<file path="src/rtl/cpuCtrlPkg.sv">
package cpuCtrlPkg;

	// instruction groups, top two bits of the word
	typedef logic [1:0] groupT;
	localparam groupT GROUP_SYSTEM      = 2'd0;
	localparam groupT GROUP_LOAD_STORE  = 2'd1;
	localparam groupT GROUP_JUMP        = 2'd2;
	localparam groupT GROUP_ARITH_LOGIC = 2'd3;

	typedef logic [3:0] aluOpT;
	localparam aluOpT ALU_OP_MOV = 4'd0;
	localparam aluOpT ALU_OP_ADD = 4'd1;

	typedef logic [2:0] aluaSrcT;
	localparam aluaSrcT ALUA_SRC_REG_A = 3'd0;

	typedef logic [2:0] alubSrcT;
	localparam alubSrcT ALUB_SRC_REG_B = 3'd0;
	localparam alubSrcT ALUB_SRC_IMM   = 3'd1; // imm field of the instruction

	typedef logic [2:0] addrBusT;
	localparam addrBusT ADDR_BUS_PC_A = 3'd0;
	localparam addrBusT ADDR_BUS_REGB = 3'd1;
	localparam addrBusT ADDR_BUS_SP   = 3'd2; // stack pointer, used by call

	typedef logic [1:0] busSeqT;
	localparam busSeqT BUS_SEQ_NONE  = 2'd0;
	localparam busSeqT BUS_SEQ_READ  = 2'd1;
	localparam busSeqT BUS_SEQ_WRITE = 2'd2;

	typedef logic [1:0] dataBusT;
	localparam dataBusT DATA_BUS_REGA_DOUT = 2'd0;
	localparam dataBusT DATA_BUS_ALU_R     = 2'd1;

	typedef logic [1:0] pcBaseT;
	localparam pcBaseT PC_BASE_PC_A = 2'd0;

	typedef logic [1:0] pcOffsetT;
	localparam pcOffsetT PC_OFFSET_2 = 2'd1;

	typedef logic [3:0] regSeqT;
	localparam regSeqT REG_SEQ_NONE    = 4'd0;
	localparam regSeqT REG_SEQ_WRITE_A = 4'd1;
	localparam regSeqT REG_SEQ_LOAD    = 4'd2;
	localparam regSeqT REG_SEQ_PUSH_PC = 4'd3; // return address onto the stack

	typedef logic [1:0] regaAddrT;
	localparam regaAddrT REGA_ADDR_ARGA = 2'd0;

	typedef logic [1:0] regaDinT;
	localparam regaDinT REGA_DIN_DIN   = 2'd0;
	localparam regaDinT REGA_DIN_ALU_R = 2'd1;

	typedef logic [2:0] regbAddrT;
	localparam regbAddrT REGB_ADDR_ARGB = 3'd0;

	typedef logic [1:0] ccRegT;
	localparam ccRegT CC_REG_HOLD = 2'd0;
	localparam ccRegT CC_REG_SAVE = 2'd2;

	typedef logic [2:0] pcNextT;
	localparam pcNextT PC_NEXT_SEQ    = 3'd0;
	localparam pcNextT PC_NEXT_VECTOR = 3'd4;

	localparam logic BYTE_WORD = 1'b0;
	localparam logic BYTE_BYTE = 1'b1;

	typedef struct packed {
		addrBusT  addrBus;
		aluOpT    aluOp;
		aluaSrcT  aluaSrc;
		alubSrcT  alubSrc;
		logic [3:0] argB;
		busSeqT   busSeq;
		logic     byteSel;
		logic     ccLoad;
		ccRegT    ccReg;
		dataBusT  dataBus;
		pcBaseT   pcBase;
		pcNextT   pcNext;
		pcOffsetT pcOffset;
		regSeqT   regSeq;
		regaAddrT regaAddr;
		regaDinT  regaDin;
		regbAddrT regbAddr;
	} ctrlWord;

	typedef struct packed {
		groupT      group;
		logic [3:0] subOp;
		logic [1:0] argA;
		logic [3:0] argB;
		logic [3:0] imm;
	} instrFields;

	// idle word, also the base for debug mode and the system group
	localparam ctrlWord CTRL_DEFAULT = '{
		addrBus: ADDR_BUS_PC_A, aluOp: ALU_OP_MOV, aluaSrc: ALUA_SRC_REG_A,
		alubSrc: ALUB_SRC_REG_B, argB: 4'd0, busSeq: BUS_SEQ_NONE,
		byteSel: BYTE_WORD, ccLoad: 1'b0, ccReg: CC_REG_HOLD,
		dataBus: DATA_BUS_REGA_DOUT, pcBase: PC_BASE_PC_A, pcNext: PC_NEXT_SEQ,
		pcOffset: PC_OFFSET_2, regSeq: REG_SEQ_NONE, regaAddr: REGA_ADDR_ARGA,
		regaDin: REGA_DIN_DIN, regbAddr: REGB_ADDR_ARGB
	};

endpackage

</file>
<file path="src/rtl/ctrlIf.sv">
`timescale 1ns/1ps

// partial control word from one group decoder
interface ctrlIf;
	import cpuCtrlPkg::*;

	ctrlWord word;  // fields the group does not own stay at CTRL_DEFAULT
	logic    ccLoad;

	modport src (
		output word,
		output ccLoad
	);

	modport dst (
		input word,
		input ccLoad
	);

endinterface

</file>
<file path="src/rtl/aluGroupDecoder.sv">
`timescale 1ns/1ps

module aluGroupDecoder (
	input cpuCtrlPkg::instrFields fields,
	ctrlIf.src out
);
	import cpuCtrlPkg::*;

	always_comb begin
		out.word = CTRL_DEFAULT;
		out.word.aluOp = fields.subOp; // sub-op is the ALU op code
		out.word.aluaSrc = ALUA_SRC_REG_A;
		out.word.alubSrc = ALUB_SRC_REG_B;
		out.word.regSeq = REG_SEQ_WRITE_A; // result back into reg A
		out.word.regaAddr = REGA_ADDR_ARGA;
		out.word.regbAddr = REGB_ADDR_ARGB;

		// a plain move leaves the flags alone
		out.ccLoad = (fields.subOp != ALU_OP_MOV);
	end

endmodule

</file>
<file path="src/rtl/controlUnit.sv">
`timescale 1ns/1ps

module controlUnit (
	input  logic clk,
	input  logic rstN,
	input  logic instrValid,
	input  logic [15:0] instr,
	input  logic debugMode,
	input  logic [3:0] debugArgB,
	input  cpuCtrlPkg::addrBusT debugAddrBus,
	input  cpuCtrlPkg::busSeqT debugBusSeq,
	input  cpuCtrlPkg::ccRegT debugCcReg,
	input  cpuCtrlPkg::pcNextT debugPcNext,
	input  cpuCtrlPkg::regSeqT debugRegSeq,
	input  logic intReq,
	output logic ctrlValid,
	output cpuCtrlPkg::ctrlWord ctrl,
	output logic intAck
);
	import cpuCtrlPkg::*;

	instrFields instrQ; // stage-1 instruction
	logic       validQ;
	ccRegT      intCcReg;
	pcNextT     intPcNext;

	always_ff @(posedge clk) begin
		if (!rstN)
			validQ <= 1'b0;
		else
			validQ <= instrValid;
	end

	always_ff @(posedge clk) begin
		if (instrValid)
			instrQ <= instrFields'(instr);
	end

	ctrlIf aluIf ();
	ctrlIf ldsIf ();
	ctrlIf jmpIf ();

	aluGroupDecoder aluDec (.fields(instrQ), .out(aluIf.src));
	ldsGroupDecoder ldsDec (.fields(instrQ), .out(ldsIf.src));
	jmpGroupDecoder jmpDec (.fields(instrQ), .out(jmpIf.src));

	intSequencer intSeq (
		.clk(clk), .rstN(rstN), .valid(validQ), .debugMode(debugMode),
		.intReq(intReq), .ccReg(intCcReg), .pcNext(intPcNext), .intAck(intAck)
	);

	opxMultiplexer opxMux (
		.clk(clk), .rstN(rstN), .valid(validQ), .group(instrQ.group),
		.argB(instrQ.argB), .debugMode(debugMode), .debugAddrBus(debugAddrBus),
		.debugArgB(debugArgB), .debugBusSeq(debugBusSeq), .debugCcReg(debugCcReg),
		.debugPcNext(debugPcNext), .debugRegSeq(debugRegSeq),
		.alu(aluIf.dst), .lds(ldsIf.dst), .jmp(jmpIf.dst),
		.intCcReg(intCcReg), .intPcNext(intPcNext),
		.ctrlValid(ctrlValid), .ctrl(ctrl)
	);

endmodule

</file>
<file path="src/rtl/intSequencer.sv">
`timescale 1ns/1ps

module intSequencer (
	input  logic clk,
	input  logic rstN,
	input  logic valid,     // stage-1 instruction present
	input  logic debugMode,
	input  logic intReq,    // level
	output cpuCtrlPkg::ccRegT  ccReg,
	output cpuCtrlPkg::pcNextT pcNext,
	output logic intAck
);
	import cpuCtrlPkg::*;

	logic pending;
	logic take;

	// interrupts wait while debug mode is on
	assign take = valid && !debugMode && pending;

	assign ccReg = take ? CC_REG_SAVE : CC_REG_HOLD;
	assign pcNext = take ? PC_NEXT_VECTOR : PC_NEXT_SEQ;

	always_ff @(posedge clk) begin
		if (!rstN) begin
			pending <= 1'b0;
			intAck <= 1'b0;
		end else begin
			intAck <= take; // lines up with ctrlValid of the taking instruction
			if (take)
				pending <= 1'b0;
			else if (intReq)
				pending <= 1'b1;
		end
	end

endmodule

</file>
<file path="src/rtl/jmpGroupDecoder.sv">
`timescale 1ns/1ps

module jmpGroupDecoder (
	input cpuCtrlPkg::instrFields fields,
	ctrlIf.src out
);
	import cpuCtrlPkg::*;

	logic isCall;

	assign isCall = (fields.subOp == 4'hf);

	always_comb begin
		out.word = CTRL_DEFAULT;
		out.word.pcBase = pcBaseT'(fields.subOp[1:0]);
		out.word.pcOffset = pcOffsetT'(fields.subOp[3:2]);
		out.word.alubSrc = ALUB_SRC_REG_B;

		if (isCall) begin
			// push the return address before the jump
			out.word.addrBus = ADDR_BUS_SP;
			out.word.busSeq = BUS_SEQ_WRITE;
			out.word.regSeq = REG_SEQ_PUSH_PC;
		end else begin
			out.word.addrBus = ADDR_BUS_PC_A;
			out.word.busSeq = BUS_SEQ_NONE;
			out.word.regSeq = REG_SEQ_NONE;
		end

		out.word.regaDin = REGA_DIN_DIN;
		out.word.regaAddr = REGA_ADDR_ARGA;
		out.word.regbAddr = REGB_ADDR_ARGB;
		out.ccLoad = 1'b0;
	end

endmodule

</file>
<file path="src/rtl/ldsGroupDecoder.sv">
`timescale 1ns/1ps

module ldsGroupDecoder (
	input cpuCtrlPkg::instrFields fields,
	ctrlIf.src out
);
	import cpuCtrlPkg::*;

	logic isStore;
	logic isByte;

	assign isStore = fields.subOp[3];
	assign isByte = fields.subOp[2];

	always_comb begin
		out.word = CTRL_DEFAULT;

		// effective address is reg B plus the immediate
		out.word.addrBus = ADDR_BUS_REGB;
		out.word.aluOp = ALU_OP_ADD;
		out.word.aluaSrc = ALUA_SRC_REG_A;
		out.word.alubSrc = ALUB_SRC_IMM;

		out.word.busSeq = isStore ? BUS_SEQ_WRITE : BUS_SEQ_READ;
		out.word.byteSel = isByte ? BYTE_BYTE : BYTE_WORD;
		out.word.dataBus = DATA_BUS_REGA_DOUT; // store data from reg A
		out.word.regaDin = REGA_DIN_DIN;       // load data from the bus
		out.word.regSeq = isStore ? REG_SEQ_NONE : REG_SEQ_LOAD;

		out.word.pcOffset = PC_OFFSET_2;
		out.word.regaAddr = REGA_ADDR_ARGA;
		out.word.regbAddr = REGB_ADDR_ARGB;

		out.ccLoad = 1'b0;
	end

endmodule

</file>
<file path="src/rtl/opxMultiplexer.sv">
`timescale 1ns/1ps

module opxMultiplexer (
	input  logic clk,
	input  logic rstN,
	input  logic valid,
	input  cpuCtrlPkg::groupT group,
	input  logic [3:0] argB,
	input  logic debugMode,
	input  cpuCtrlPkg::addrBusT debugAddrBus,
	input  logic [3:0] debugArgB,
	input  cpuCtrlPkg::busSeqT debugBusSeq,
	input  cpuCtrlPkg::ccRegT debugCcReg,
	input  cpuCtrlPkg::pcNextT debugPcNext,
	input  cpuCtrlPkg::regSeqT debugRegSeq,
	ctrlIf.dst alu,
	ctrlIf.dst lds,
	ctrlIf.dst jmp,
	input  cpuCtrlPkg::ccRegT intCcReg,
	input  cpuCtrlPkg::pcNextT intPcNext,
	output logic ctrlValid,
	output cpuCtrlPkg::ctrlWord ctrl
);
	import cpuCtrlPkg::*;

	ctrlWord nextCtrl;

	always_comb begin
		nextCtrl = CTRL_DEFAULT;
		if (debugMode) begin
			// only the debug port's fields, everything else idle
			nextCtrl.addrBus = debugAddrBus;
			nextCtrl.argB = debugArgB;
			nextCtrl.busSeq = debugBusSeq;
			nextCtrl.ccReg = debugCcReg;
			nextCtrl.pcNext = debugPcNext;
			nextCtrl.regSeq = debugRegSeq;
		end else begin
			nextCtrl.ccReg = intCcReg;
			nextCtrl.pcNext = intPcNext;
			nextCtrl.argB = argB;
			case (group)
				GROUP_LOAD_STORE: begin
					nextCtrl.addrBus = lds.word.addrBus;
					nextCtrl.aluOp = lds.word.aluOp;
					nextCtrl.aluaSrc = lds.word.aluaSrc;
					nextCtrl.alubSrc = lds.word.alubSrc;
					nextCtrl.busSeq = lds.word.busSeq;
					nextCtrl.byteSel = lds.word.byteSel;
					nextCtrl.ccLoad = lds.ccLoad;
					nextCtrl.dataBus = lds.word.dataBus;
					nextCtrl.pcOffset = lds.word.pcOffset;
					nextCtrl.regSeq = lds.word.regSeq;
					nextCtrl.regaAddr = lds.word.regaAddr;
					nextCtrl.regaDin = lds.word.regaDin;
					nextCtrl.regbAddr = lds.word.regbAddr;
				end
				GROUP_JUMP: begin
					nextCtrl.addrBus = jmp.word.addrBus;
					nextCtrl.alubSrc = jmp.word.alubSrc;
					nextCtrl.busSeq = jmp.word.busSeq;
					nextCtrl.ccLoad = jmp.ccLoad;
					nextCtrl.pcBase = jmp.word.pcBase;
					nextCtrl.pcOffset = jmp.word.pcOffset;
					nextCtrl.regSeq = jmp.word.regSeq;
					nextCtrl.regaDin = jmp.word.regaDin;
					nextCtrl.regaAddr = jmp.word.regaAddr;
					nextCtrl.regbAddr = jmp.word.regbAddr;
				end
				GROUP_ARITH_LOGIC: begin
					nextCtrl.aluOp = alu.word.aluOp;
					nextCtrl.aluaSrc = alu.word.aluaSrc;
					nextCtrl.alubSrc = alu.word.alubSrc;
					nextCtrl.ccLoad = alu.ccLoad; // only group that touches the flags
					nextCtrl.dataBus = DATA_BUS_ALU_R;
					nextCtrl.regSeq = alu.word.regSeq;
					nextCtrl.regaAddr = alu.word.regaAddr;
					nextCtrl.regaDin = REGA_DIN_ALU_R;
					nextCtrl.regbAddr = alu.word.regbAddr;
				end
				default: begin
					// system group keeps the idle word
					nextCtrl.busSeq = BUS_SEQ_NONE;
					nextCtrl.regSeq = REG_SEQ_NONE;
				end
			endcase
		end
	end

	always_ff @(posedge clk) begin
		if (!rstN)
			ctrlValid <= 1'b0;
		else
			ctrlValid <= valid;
	end

	always_ff @(posedge clk) begin
		if (valid)
			ctrl <= nextCtrl;
	end

	ccLoadOnlyArith: assert property (@(posedge clk) disable iff (!rstN)
		valid && (debugMode || group != GROUP_ARITH_LOGIC) |=> !ctrl.ccLoad);

	// a move never loads the flags
	noCcLoadOnMov: assert property (@(posedge clk) disable iff (!rstN)
		ctrlValid && ctrl.ccLoad |-> ctrl.aluOp != ALU_OP_MOV);

endmodule

</file>
<file path="config.mk">
export PLATFORM = sky130hd
export DESIGN_NAME = controlUnit
export DESIGN_NICKNAME = d
export VERILOG_FILES = /design/src/rtl/cpuCtrlPkg.sv /design/src/rtl/ctrlIf.sv /design/src/rtl/aluGroupDecoder.sv /design/src/rtl/controlUnit.sv /design/src/rtl/intSequencer.sv /design/src/rtl/jmpGroupDecoder.sv /design/src/rtl/ldsGroupDecoder.sv /design/src/rtl/opxMultiplexer.sv
export SDC_FILE = /design/constraint.sdc
export NUM_CORES = 1
export LEC_CHECK = 0
export BUFFER_PORTS_ARGS = -buffer_cell sky130_fd_sc_hd__clkbuf_2
export CORE_MARGIN = 8
export CORE_UTILIZATION = 46
export CTS_CLUSTER_SIZE = 40
export DETAILED_ROUTE_END_ITERATION = 8
export HOLD_SLACK_MARGIN = 0.05
export PLACE_DENSITY = 0.81
export SLEW_MARGIN = 20
export SYNTH_ARGS = -nofsm -noshare
export SYNTH_HDL_FRONTEND = slang
export SYNTH_SLANG_ARGS = --single-unit
export TNS_END_PERCENT = 5
</file>
<file path="constraint.sdc">
create_clock -name clk -period 1.6 [get_ports clk]
set_input_delay 0.32 -clock clk [delete_from_list [all_inputs] [get_ports clk]]
set_output_delay 0.32 -clock clk [all_outputs]
set_load 0.01 [all_outputs]
</file>
==> flow_summary.json <==
{
  "cap_viol_max_count": 0,
  "fin_setup_tns_ps": 0,
  "hpwl_um": 2630,
  "start_util_pct": 46.8,
  "netlist_area_um2": 1830,
  "critPathLaunch": "instrQ[14]",
  "rows": 23,
  "dpl.cell_count": 230,
  "numCtsBuffers": 5,
  "grt_pass1_wl_um": 5240,
  "cts-root-buf": "clkbuf_8",
  "final-setup-viol-count": 0,
  "critPathMaxFanout": 3,
  "route.detailed.drc": 0,
  "coreArea_um2": 3910,
  "arrival_ps": 1430,
  "drive_gt1_share_pct": 44.9,
  "layout.nets": 230,
  "synth_ff_type": "edfxtp_1",
  "worstPathRequired_ps": 1620,
  "dr.pass1.iters": 4,
  "ys_seq_elements": 44,
  "yosys_warnings": 0,
  "ys_types": 28,
  "p_int_mw": 1.70,
  "ctsHoldBuffers": 0,
  "clkPwrFrac_pct": 28.4,
  "crit_path_start_kind": "flop",
  "place_congestion": 0.734,
  "cp-end-kind": "flop",
  "cts_tree": "yes",
  "area_delta_synth_final_pct": 21.9,
  "hp-class": "in2reg",
  "maxSlewViolCount": 0,
  "num_vias": 1077,
  "rsz0062_at_grt": "false",
  "clk_latency_ps": 290,
  "wl_per_cell_um": 14.3,
  "netlist_instances": 117,
  "swShare_pct": 21.0,
  "power_switching_uw": 451,
  "crit_type": "reg2reg",
  "fmax_mhz": 712,
  "drtAntennaViolNets": 0,
  "final_cells": 237,
  "cts_setup_buffers": 0,
  "synthArstFlopShare_pct": 0,
  "h-tree-depth": 2,
  "drt_wl_total_um": 3380,
  "power.density_nw_per_um2": 962,
  "worstReg2RegStart": "instrQ[14]",
  "grt_usage_pct": 10.9,
  "drt-initial-drc-count": 89,
  "cts.sinks": 44,
  "die_area_um2": 6250,
  "post_cts_resized": 0,
  "grt_pass1_vias": 1071,
  "grt_overflow": 0,
  "post-route-period-util_pct": 87.7,
  "syn_avg_cell_area_um2": 15.6,
  "synth-edff-count": 40,
  "clkSlewWorstSetupHoldPaths_ps": 70,
  "skew_ps": 5.50,
  "portBuffers": 65,
  "status": "complete, no violations",
  "avgViaCountPerCell": 4.54,
  "die_h_um": 79.1,
  "die_w_um": 79.1,
  "hp-start": "instr[13]",
  "num_antenna_cells": 0,
  "ys_seq_area_share_pct": 70.0,
  "layout_min_cycle_time_ps": 1400,
  "irDropWorstVdd_uv": 382,
  "seq_power_share_pct": 62.3,
  "finalHoldViolCount": 0,
  "io_pins": 84,
  "grt_max_degree": 28,
  "cts_max_path_buffers": 2,
  "p_leak_nw": 1.02,
  "pwr-share-comb_pct": 9.3,
  "antenna_found_initial": 0
}
-- placed cells by master (no fill, tap or decap) --
| cell | Yosys | routed |
|---|---|---|
| and2_2 | 2 | 2 |
| mux2_2 | 2 | 2 |
| buf_4 | 13 | 2 |
| buf_12 | 0 | 1 |
| o21ai_1 | 1 | 1 |
| nor2b_2 | 2 | 2 |
| a21o_1 | 2 | 2 |
| inv_1 | 3 | 3 |
| conb_1 | 1 | 12 |
| o21ai_0 | 2 | 2 |
| edfxtp_1 | 40 | 40 |
| nand4_1 | 1 | 1 |
| nand2b_2 | 1 | 1 |
| and3_4 | 1 | 1 |
| and4b_1 | 1 | 1 |
| nand2_1 | 7 | 7 |
| o41a_1 | 1 | 1 |
| clkbuf_2 | 0 | 65 |
| dfxtp_1 | 4 | 4 |
| and2_1 | 13 | 13 |
| nor2b_1 | 2 | 2 |
| ha_1 | 4 | 4 |
| o31ai_1 | 2 | 2 |
| nor2_1 | 2 | 2 |
| clkinv_1 | 0 | 2 |
| a31oi_1 | 2 | 2 |
| nand3b_1 | 1 | 1 |
| clkbuf_8 | 0 | 5 |
| a21oi_1 | 1 | 1 |
| mux2_4 | 3 | 3 |
-- path summary, 6_finish.rpt --
path	end	slack [ps]	depth (start not counted)
setup / recovery	opxMux.ctrl[25]	200	5
hold / removal	instrQ[13]	210	1
setup reg to reg	opxMux.ctrl[25]	200	5
hold reg to reg	intSeq.pending	530	2
-- critical path, stage by stage, from the launching register on --
cell and delay (ps):
edfxtp_1 430, inv_1 110, ha_1 240, and4b_1 180, a21oi_1 110, o21ai_1 90
-- final cells by class --
type | count | area [um^2]
inverters | 3 | 11.3
repair buffers | 68 | 360
clock inverters | 2 | 7.51
well taps | 50 | 62.6
fillers | 347 | 1680
flip-flops and latches | 44 | 1280
multi-input cells | 65 | 440
clock buffers | 5 | 68.8
-- per-layer routing --
| metal | vias up | track usage [%] | wire, um |
|---|---|---|---|
| met5 | - | 0 | 0 |
| met2 | 45 | 17.3 | 1670 |
| met1 | 498 | 11.9 | 1290 |
| li1 | 527 | - | - |
| met3 | 7 | 4.29 | 348 |
| met4 | 0 | 7.22 | 74 |
-- power groups by stage --
stage | logic (mW) | clock network, mW | registers, mW
final | 0.199 | 0.611 | 1.34
after global routing | 0.223 | 0.693 | 1.34
after CTS | 0.202 | 0.636 | 1.34
after detailed placement | 0.202 | 0 | 1.36
after global placement | 0.197 | 0 | 1.36
after floorplan | 0.120 | 0 | 1.38
-- cell families after synthesis --
family | share of synthesized area [%]
AO/OA/AOI/OAI | 4.03
adder cells (fa/ha/maj) | 2.73
buffers and inverters | 8.20
flip-flops | 70.0
multiplexers | 3.69
other | 0.205
AND/OR/NAND/NOR | 11.1
-- state kept, by name (all words and copies together), names as in the netlist --
| name | flops |
|---|---|
| instrQ | 10 |
| intSeq.intAck | 1 |
| intSeq.pending | 1 |
| opxMux.ctrl | 30 |
| opxMux.ctrlValid | 1 |
| validQ | 1 |
-- stage by stage --
| stage | total power, mW | hold WS [ps] | setup WS [ps] | cell area [um^2] | util (%) |
|---|---|---|---|---|---|
| floorplan | 1.50 | 419 | 114 | 1870 | - |
| global placement | 1.56 | 496 | 184 | 2160 | 55.1 |
| detailed placement | 1.57 | 500 | 182 | 2160 | 55.1 |
| CTS | 2.18 | 194 | 187 | 2230 | 57.0 |
| global route | 2.26 | 189 | 110 | 2230 | 57.0 |
| finish | 2.15 | 207 | 196 | 2230 | 57.0 |
-- Yosys cell counts, types with 3 or more instances --
| cell type | count | area, um^2 |
|---|---|---|
| ha_1 | 4 | 50.1 |
| nand2_1 | 7 | 26.3 |
| edfxtp_1 | 40 | 1200 |
| and2_1 | 13 | 81.3 |
| dfxtp_1 | 4 | 80.1 |
| mux2_4 | 3 | 45.0 |
| inv_1 | 3 | 11.3 |
| buf_4 | 13 | 97.6 |
(Power assumes the default switching activity.)
